[src/hdl/ifu_settings.svh]
`ifndef IFU_SETTINGS_SVH
`define IFU_SETTINGS_SVH

// instruction address width in bits
`define INST_ADDR_WIDTH 32

// addi x0, x0, 0
`define INST_NOP 32'h0000_0013

// first fetch address after reset
// kept 8-byte aligned so the first packet is dual issue
`define RESET_PC 32'h0000_1000

`endif

[src/hdl/ifu_pkg.sv]
`default_nettype none

`include "ifu_settings.svh"

package ifu_pkg;

    // one 64-bit word from imem, as handed to predecode and the issue register
    typedef struct packed {
        logic [31:0]                 inst_hi;    // word at base + 4
        logic [31:0]                 inst_lo;    // word at base
        logic [`INST_ADDR_WIDTH-1:0] base_addr;  // always 8-byte aligned
        logic                        misaligned; // pc[2] was set, only inst_hi is live
        logic                        valid;
    } fetch_pkt_t;

    // one issue slot toward decode
    typedef struct packed {
        logic [31:0]                 inst;
        logic [`INST_ADDR_WIDTH-1:0] addr;
        logic                        pred; // static predict taken
    } slot_t;

    typedef struct packed {
        slot_t slot1; // older instruction
        slot_t slot2; // younger, NOP on single issue
        logic  valid;
    } issue_pkt_t;

    // conditional branch layout
    typedef struct packed {
        logic       imm12;   // offset sign, set means backward
        logic [5:0] imm10_5;
        logic [4:0] rs2;
        logic [4:0] rs1;
        logic [2:0] funct3;
        logic [3:0] imm4_1;
        logic       imm11;
        logic [6:0] opcode;
    } b_fmt_t;

    // jal layout
    typedef struct packed {
        logic       imm20;
        logic [9:0] imm10_1;
        logic       imm11;
        logic [7:0] imm19_12;
        logic [4:0] rd;
        logic [6:0] opcode;
    } j_fmt_t;

    // same word, two readings for predecode
    typedef union packed {
        b_fmt_t b;
        j_fmt_t j;
    } inst_fmt_u;

    // fetch handshake states
    typedef enum logic [1:0] {
        FETCH_IDLE,
        FETCH_REQ,  // req raised, waiting for ack
        FETCH_REL,  // req dropped, waiting for ack to fall
        FETCH_HOLD  // packet valid toward decode
    } fetch_state_e;

endpackage

`default_nettype wire

[src/hdl/pc_gen.sv]
`default_nettype none

`include "ifu_settings.svh"

// fetch address counter
module pc_gen (
    input  wire                         clk,
    input  wire                         rst_n_i,
    input  wire                         step_i,        // packet taken by decode
    input  wire                         redirect_i,    // flush from decode
    input  wire  [`INST_ADDR_WIDTH-1:0] redirect_pc_i,
    output logic [`INST_ADDR_WIDTH-1:0] pc_o
);

    logic [`INST_ADDR_WIDTH-1:0] pc_q;
    logic [`INST_ADDR_WIDTH-1:0] pc_inc;
    logic [`INST_ADDR_WIDTH-1:0] pc_d;

    // odd word only fetched its upper half, so step 4 to get aligned again
    assign pc_inc = pc_q[2] ? `INST_ADDR_WIDTH'(4) : `INST_ADDR_WIDTH'(8);

    always_comb begin
        pc_d = pc_q;
        if (redirect_i) begin
            pc_d = redirect_pc_i; // redirect wins over step
        end else if (step_i) begin
            pc_d = pc_q + pc_inc;
        end
    end

    always_ff @(posedge clk) begin
        if (!rst_n_i) begin
            pc_q <= `RESET_PC;
        end else begin
            pc_q <= pc_d;
        end
    end

    assign pc_o = pc_q;

endmodule

`default_nettype wire

[src/hdl/fetch_ctrl.sv]
`default_nettype none

`include "ifu_settings.svh"

// four-phase req/ack fetch of one 64-bit word at a time
module fetch_ctrl (
    input  wire                         clk,
    input  wire                         rst_n_i,
    input  wire  [`INST_ADDR_WIDTH-1:0] pc_i,
    input  wire                         flush_i,
    input  wire                         stall_i,
    input  wire                         imem_ack_i,
    input  wire  [63:0]                 imem_rdata_i,
    output logic                        imem_req_o,
    output logic [`INST_ADDR_WIDTH-1:0] imem_addr_o,
    output ifu_pkg::fetch_pkt_t         fetch_o,
    output logic                        step_o
);

    import ifu_pkg::*;

    fetch_state_e                state_q;
    fetch_state_e                state_d;
    logic                        req_q;
    logic                        discard_q;    // flush hit this handshake
    logic [`INST_ADDR_WIDTH-1:0] addr_q;
    logic                        misaligned_q;
    logic [63:0]                 word_q;
    logic                        raise_req;
    logic                        taken;

    // hold off the rising edge of req on a flush, pc is still the old one
    assign raise_req = (state_q == FETCH_REQ) && !req_q && !imem_ack_i && !flush_i;
    assign taken     = (state_q == FETCH_HOLD) && !stall_i;

    always_comb begin
        state_d = state_q;
        case (state_q)
            FETCH_IDLE: state_d = FETCH_REQ;
            FETCH_REQ: begin
                if (req_q && imem_ack_i) begin
                    state_d = FETCH_REL;
                end
            end
            FETCH_REL: begin
                if (!imem_ack_i) begin
                    // stale data never reaches HOLD
                    state_d = (discard_q || flush_i) ? FETCH_IDLE : FETCH_HOLD;
                end
            end
            FETCH_HOLD: begin
                if (flush_i) begin
                    state_d = FETCH_IDLE; // drop held packet
                end else if (taken) begin
                    state_d = FETCH_REQ;
                end
            end
            default: state_d = FETCH_IDLE;
        endcase
    end

    always_ff @(posedge clk) begin
        if (!rst_n_i) begin
            state_q   <= FETCH_IDLE;
            req_q     <= 1'b0;
            discard_q <= 1'b0;
            addr_q    <= '0;
        end else begin
            state_q <= state_d;
            if (raise_req) begin
                req_q  <= 1'b1;
                addr_q <= {pc_i[`INST_ADDR_WIDTH-1:3], 3'b000}; // steady until next req
            end else if (req_q && imem_ack_i) begin
                req_q <= 1'b0; // data captured below
            end
            if (state_q == FETCH_IDLE) begin
                discard_q <= 1'b0;
            end else if (flush_i && (req_q || state_q == FETCH_REL)) begin
                discard_q <= 1'b1; // let the handshake finish, then throw it away
            end
        end
    end

    // payload
    always_ff @(posedge clk) begin
        if (raise_req) begin
            misaligned_q <= pc_i[2];
        end
        if (req_q && imem_ack_i) begin
            word_q <= imem_rdata_i;
        end
    end

    assign imem_req_o  = req_q;
    assign imem_addr_o = addr_q;
    assign step_o      = taken;

    // low word sits at the lower address
    assign fetch_o.inst_lo    = word_q[31:0];
    assign fetch_o.inst_hi    = word_q[63:32];
    assign fetch_o.base_addr  = addr_q;
    assign fetch_o.misaligned = misaligned_q;
    assign fetch_o.valid      = (state_q == FETCH_HOLD);

endmodule

`default_nettype wire

[src/hdl/branch_predecode.sv]
`default_nettype none

// static prediction, jal or backward conditional branch is taken
module branch_predecode (
    input  wire ifu_pkg::fetch_pkt_t fetch_i,
    output logic                     pred_lo_o,
    output logic                     pred_hi_o
);

    import ifu_pkg::*;

    localparam logic [6:0] OPC_BRANCH = 7'b110_0011;
    localparam logic [6:0] OPC_JAL    = 7'b110_1111;

    inst_fmt_u fmt_lo;
    inst_fmt_u fmt_hi;

    // one word read as J-type and as B-type
    function automatic logic predict_taken(input inst_fmt_u f);
        logic is_jal;
        logic is_back_br;
        is_jal     = (f.j.opcode == OPC_JAL);
        is_back_br = (f.b.opcode == OPC_BRANCH) && f.b.imm12; // negative offset
        return is_jal || is_back_br;
    endfunction

    assign fmt_lo = fetch_i.inst_lo;
    assign fmt_hi = fetch_i.inst_hi;

    // flags only mean something on a live packet
    assign pred_lo_o = fetch_i.valid && predict_taken(fmt_lo);
    assign pred_hi_o = fetch_i.valid && predict_taken(fmt_hi);

endmodule

`default_nettype wire

[src/hdl/ifu_pipe.sv]
`default_nettype none

`include "ifu_settings.svh"

// fetch to decode register, two issue slots
module ifu_pipe (
    input  wire                      clk,
    input  wire                      rst_n_i,
    input  wire ifu_pkg::fetch_pkt_t fetch_i,
    input  wire                      pred_lo_i,
    input  wire                      pred_hi_i,
    input  wire                      flush_i,
    input  wire                      stall_i,
    output ifu_pkg::issue_pkt_t      issue_o
);

    import ifu_pkg::*;

    localparam slot_t NOP_SLOT = '{inst: `INST_NOP, addr: '0, pred: 1'b0};

    logic [`INST_ADDR_WIDTH-1:0] hi_addr;
    slot_t                       sel_slot1;
    slot_t                       sel_slot2;
    issue_pkt_t                  issue_d;

    assign hi_addr = fetch_i.base_addr + `INST_ADDR_WIDTH'(4);

    // slot steering by pc[2]
    always_comb begin
        if (fetch_i.misaligned) begin
            // single issue, upper half only
            sel_slot1 = '{inst: fetch_i.inst_hi, addr: hi_addr, pred: pred_hi_i};
            sel_slot2 = NOP_SLOT;
        end else begin
            sel_slot1 = '{inst: fetch_i.inst_lo, addr: fetch_i.base_addr, pred: pred_lo_i};
            sel_slot2 = '{inst: fetch_i.inst_hi, addr: hi_addr, pred: pred_hi_i};
        end
    end

    always_comb begin
        issue_d = '{slot1: sel_slot1, slot2: sel_slot2, valid: 1'b1};
        if (flush_i) begin
            issue_d = '{slot1: NOP_SLOT, slot2: NOP_SLOT, valid: 1'b0}; // addresses zeroed too
        end else if (!fetch_i.valid) begin
            // bubble, keep addresses
            issue_d.slot1.inst = `INST_NOP;
            issue_d.slot1.pred = 1'b0;
            issue_d.slot2.inst = `INST_NOP;
            issue_d.slot2.pred = 1'b0;
            issue_d.valid      = 1'b0;
        end
    end

    // flush beats stall so nothing stale survives in the register
    always_ff @(posedge clk) begin
        if (!rst_n_i) begin
            issue_o <= '{slot1: NOP_SLOT, slot2: NOP_SLOT, valid: 1'b0};
        end else if (!stall_i || flush_i) begin
            issue_o <= issue_d;
        end
    end

endmodule

`default_nettype wire

[src/hdl/ifu_top.sv]
`default_nettype none

`include "ifu_settings.svh"

// instruction fetch front end
module ifu_top (
    input  wire                        clk,
    input  wire                        rst_n_i,
    input  wire                        flush_i,
    input  wire [`INST_ADDR_WIDTH-1:0] redirect_pc_i,
    input  wire                        stall_i,
    input  wire                        imem_ack_i,
    input  wire [63:0]                 imem_rdata_i,
    output wire                        imem_req_o,
    output wire [`INST_ADDR_WIDTH-1:0] imem_addr_o,
    output wire ifu_pkg::issue_pkt_t   issue_o
);

    import ifu_pkg::*;

    logic [`INST_ADDR_WIDTH-1:0] pc;
    logic                        step;
    fetch_pkt_t                  fetch_pkt;
    logic                        pred_lo;
    logic                        pred_hi;

    pc_gen pc_gen_i (
        .clk           (clk),
        .rst_n_i       (rst_n_i),
        .step_i        (step),
        .redirect_i    (flush_i),      // every flush redirects
        .redirect_pc_i (redirect_pc_i),
        .pc_o          (pc)
    );

    fetch_ctrl fetch_ctrl_i (
        .clk          (clk),
        .rst_n_i      (rst_n_i),
        .pc_i         (pc),
        .flush_i      (flush_i),
        .stall_i      (stall_i),
        .imem_ack_i   (imem_ack_i),
        .imem_rdata_i (imem_rdata_i),
        .imem_req_o   (imem_req_o),
        .imem_addr_o  (imem_addr_o),
        .fetch_o      (fetch_pkt),
        .step_o       (step)
    );

    branch_predecode branch_predecode_i (
        .fetch_i   (fetch_pkt),
        .pred_lo_o (pred_lo),
        .pred_hi_o (pred_hi)
    );

    ifu_pipe ifu_pipe_i (
        .clk       (clk),
        .rst_n_i   (rst_n_i),
        .fetch_i   (fetch_pkt),
        .pred_lo_i (pred_lo),
        .pred_hi_i (pred_hi),
        .flush_i   (flush_i),
        .stall_i   (stall_i),
        .issue_o   (issue_o)
    );

endmodule

`default_nettype wire

[config.mk]
export PLATFORM = sky130hd
export DESIGN_NAME = ifu_top
export DESIGN_NICKNAME = d
export VERILOG_FILES = /design/src/hdl/ifu_pkg.sv /design/src/hdl/pc_gen.sv /design/src/hdl/fetch_ctrl.sv /design/src/hdl/branch_predecode.sv /design/src/hdl/ifu_pipe.sv /design/src/hdl/ifu_top.sv
export VERILOG_INCLUDE_DIRS = /design/src /design/src/hdl
export SDC_FILE = /design/constraint.sdc
export NUM_CORES = 1
export LEC_CHECK = 0
export ABC_AREA = 1
export BUFFER_PORTS_ARGS = -buffer_cell sky130_fd_sc_hd__buf_4
export CORE_ASPECT_RATIO = 0.75
export CORE_MARGIN = 2
export CORE_UTILIZATION = 28
export CTS_CLUSTER_SIZE = 30
export DETAILED_ROUTE_END_ITERATION = 12
export GPL_TIMING_DRIVEN = 0
export HOLD_SLACK_MARGIN = 0.12
export PLACE_DENSITY_LB_ADDON = 0.25
export SETUP_SLACK_MARGIN = 0.15
export SLEW_MARGIN = 10
export SYNTH_ARGS = -nofsm -noshare
export SYNTH_HDL_FRONTEND = slang
export SYNTH_SLANG_ARGS = --single-unit
[constraint.sdc]
create_clock -name clk -period 2.8 [get_ports clk]
set_input_delay 0.84 -clock clk [delete_from_list [all_inputs] [get_ports clk]]
set_output_delay 0.84 -clock clk [all_outputs]
set_load 0.03 [all_outputs]
==> results.json <==
{
  "synth_seq_cells": 255,
  "syn_area_mm2": 0.0104,
  "cts_inserted_buffers": 29,
  "relSlewSlack_pct": 43.2,
  "fin_cells": 2114,
  "pwr_density_cell_mw_per_mm2": 667,
  "vias": 9757,
  "async_reset_ff_share_pct": 0,
  "maxCapViolCount": 0,
  "drtIter0Drc": 674,
  "syn_inst": 1295,
  "slew_viol_final": 0,
  "synth-simple-area-share_pct": 23.6,
  "critPathMaxStageDelay_ns": 0.49,
  "chipWidth_um": 226,
  "start_kind": "register",
  "critical_path_class": "register to register",
  "fin_crit_ns": 2.17,
  "hp-class": "input port to register",
  "port_buffers": 255,
  "post_cts_resized": 0,
  "fin_tns_setup_ns": 0,
  "synthAdderAreaFrac_pct": 0.241,
  "post_drt_wl_per_cell_um": 18.4,
  "start_util_pct": 28.2,
  "power.leakage_nw": 5.56,
  "route.detailed.drc": 0,
  "synth_compound_area_share_pct": 12.8,
  "dp_cells": 2061,
  "root_buffer": "clkbuf_16",
  "final_cell_mix": "nand2_1, buf_4, dfxtp_1",
  "ys.flop_type": "dfxtp_1",
  "core_area_mm2": 0.0368,
  "fp.dieArea_mm2": 0.0386,
  "insertion_delay_ns": 0.56,
  "cts_tree": "built",
  "final_antenna_net_count": 0,
  "antenna_cells": 0,
  "synthMuxAreaShare_pct": 0,
  "synth_top_family_by_area": "simple AND/OR/NAND/NOR gates",
  "viasPerCell": 4.62,
  "die_h_um": 171,
  "cts_buffer_depth": 3,
  "clkTransAtPathRegs_ns": 0.06,
  "worstMarginPinSlew_ns": 0.852,
  "cts_setup_buffers": 0,
  "setup_viol": 0,
  "hold_buffers": 0,
  "antenna_found_initial": 0,
  "cts_max_level": 1,
  "place_ws_ns": 0.195,
  "required_ns": 3.21,
  "cp_max_fo": 6,
  "rows": 61,
  "grt_overflow": 0,
  "grt_pass1_vias": 9121,
  "syn_area_per_cell_um2": 8.02,
  "gp_congestion": 0.912,
  "fin_crit_sh_pct": 77.6,
  "firstDrtPassIters": 5,
  "clock-sinks": 255,
  "dp_hpwl_um": 29400,
  "status": "finished clean",
  "path_cells": "inv_1 > ha_1 > nand2_1 > nand2_1 > nand3_2 > nor2_2 > nand2_1 > nand2_1 > nand3_1 > nand2_1 > a21oi_1",
  "final_common_cell": "nand2_1",
  "synth-edff-count": 65,
  "yosysSeqAreaShare_pct": 55.4,
  "synth-warning-count": 0,
  "cp_slowest_cell": "dfxtp_1",
  "drt_wl_total_um": 38900,
  "timing.critical_path.mode_cell": "nand2_1",
  "worst_slack_ns": 0.627,
  "synth_xor_area_share_pct": 0,
  "grt_pass1_wl_um": 57800,
  "ir_worst_vdd_uv": 455,
  "final-hold-violation-count": 0,
  "grt_setup_unrepaired": "no",
  "max_freq_ghz": 0.460,
  "cp_data_arrival_time_ns": 2.58,
  "ys_types": 33,
  "num-nets-final": 1691,
  "final_layout_size_suffix_gt1_share_pct": 23.9,
  "fin_worst_skew_ns": 0.0121,
  "boundaryPins": 265,
  "cp-end-kind": "register",
  "track_usage_pct": 19.8,
  "grt_start_max_net_pins": 42,
  "syn_to_final_growth_pct": 34.1
}
==> routing by layer <==
layer / up-vias / global-route usage, % / wire [µm] / share of wire [%]
met5: - / 0 / 0 / 0
met4: 0 / 3.92 / 679 / 1.7
met3: 42 / 4.09 / 2570 / 6.6
met2: 287 / 28.2 / 16200 / 42
met1: 4648 / 30.3 / 19500 / 50
li1: 4780 / - / - / -
==> power by group <==
part           leakage, nW  total [mW]  switching (mW)  internal (mW)
registers             2.13        4.15           0.189           3.96
logic                 2.97        1.27           0.804          0.463
clock network        0.463        3.86            1.56           2.30
total                 5.56        9.28            2.56           6.72
==> stage by stage <==
stage	power, mW	area, µm²	hold slack [ns]	util [%]
2_1_floorplan	4.93	10400	0.457	-
3_3_place_gp	5.48	12900	0.449	35.2
4_1_cts	9.37	13900	0.425	37.8
5_1_grt	9.65	13900	0.427	37.8
3_5_place_dp	5.49	13000	0.456	35.3
6_report	9.28	13900	0.455	37.8
==> synthesized netlist by cell type, types with 5 or more instances <==
library cell / instances / share of area, %
a21oi_1: 178 / 8.6
a31oi_1: 5 / 0.30
buf_2: 27 / 1.3
buf_4: 42 / 3.0
clkbuf_1: 35 / 1.3
dfxtp_1: 190 / 37
edfxtp_1: 65 / 19
inv_1: 50 / 1.8
inv_2: 5 / 0.18
nand2_1: 445 / 16
nand3_1: 67 / 3.2
nor2_1: 89 / 3.2
nor2_2: 5 / 0.30
o21ai_0: 56 / 2.7
==> path summary, 6_finish.rpt <==
check / cells after the start / startpoint / slack [ns] / to
setup reg to reg: 11 / pc_gen_i.pc_o[2]$_SDFFE_PN0P_ / 0.63 / pc_gen_i.pc_o[23]$_SDFFE_PN0P_
hold / removal: 1 / imem_rdata_i[2] / 0.46 / fetch_ctrl_i.word_q[2]$_DFFE_PP_
hold reg to reg: 2 / ifu_pipe_i.issue_o[36]$_SDFFE_PN0P_ / 0.46 / ifu_pipe_i.issue_o[36]$_SDFFE_PN0P_
setup / recovery: 11 / pc_gen_i.pc_o[2]$_SDFFE_PN0P_ / 0.63 / pc_gen_i.pc_o[23]$_SDFFE_PN0P_
==> kinds of logic after synthesis <==
group                      after synthesis
buffers and inverters                  165
and+or+nand+nor                        616
adders and majority gates                2
other                                    1
AOI/OAI and AO/OA                      256
DFF                                    255
==> sequential cells by signal (all words and copies together) (netlist names) <==
name / count
ifu_pipe_i.issue_o: 127
fetch_ctrl_i.word_q: 64
pc_gen_i.pc_o: 30
fetch_ctrl_i.imem_addr_o: 29
fetch_ctrl_i.state_q: 2
fetch_ctrl_i.discard_q: 1
fetch_ctrl_i.imem_req_o: 1
fetch_ctrl_i.misaligned_q: 1
==> critical path, delay by kind of cell (launching register included) <==
family	cells	cell delay, ns
AO/OA/AOI/OAI	1	0.06
adder cells (fa/ha/maj)	1	0.30
AND/OR/NAND/NOR	8	1.09
buffers and inverters	1	0.08
flip-flops	1	0.49
==> area by class of cell <==
type / instances / area, µm²
plain buffers: 109 / 608
clock buffers: 45 / 826
clock inverters: 8 / 123
fillers: 3831 / 22900
inverters: 56 / 213
multi-input cells: 881 / 3830
flip-flops and latches: 255 / 5760
well taps: 504 / 631
repair buffers: 256 / 1930
Power figures use the tool's default switching activity.
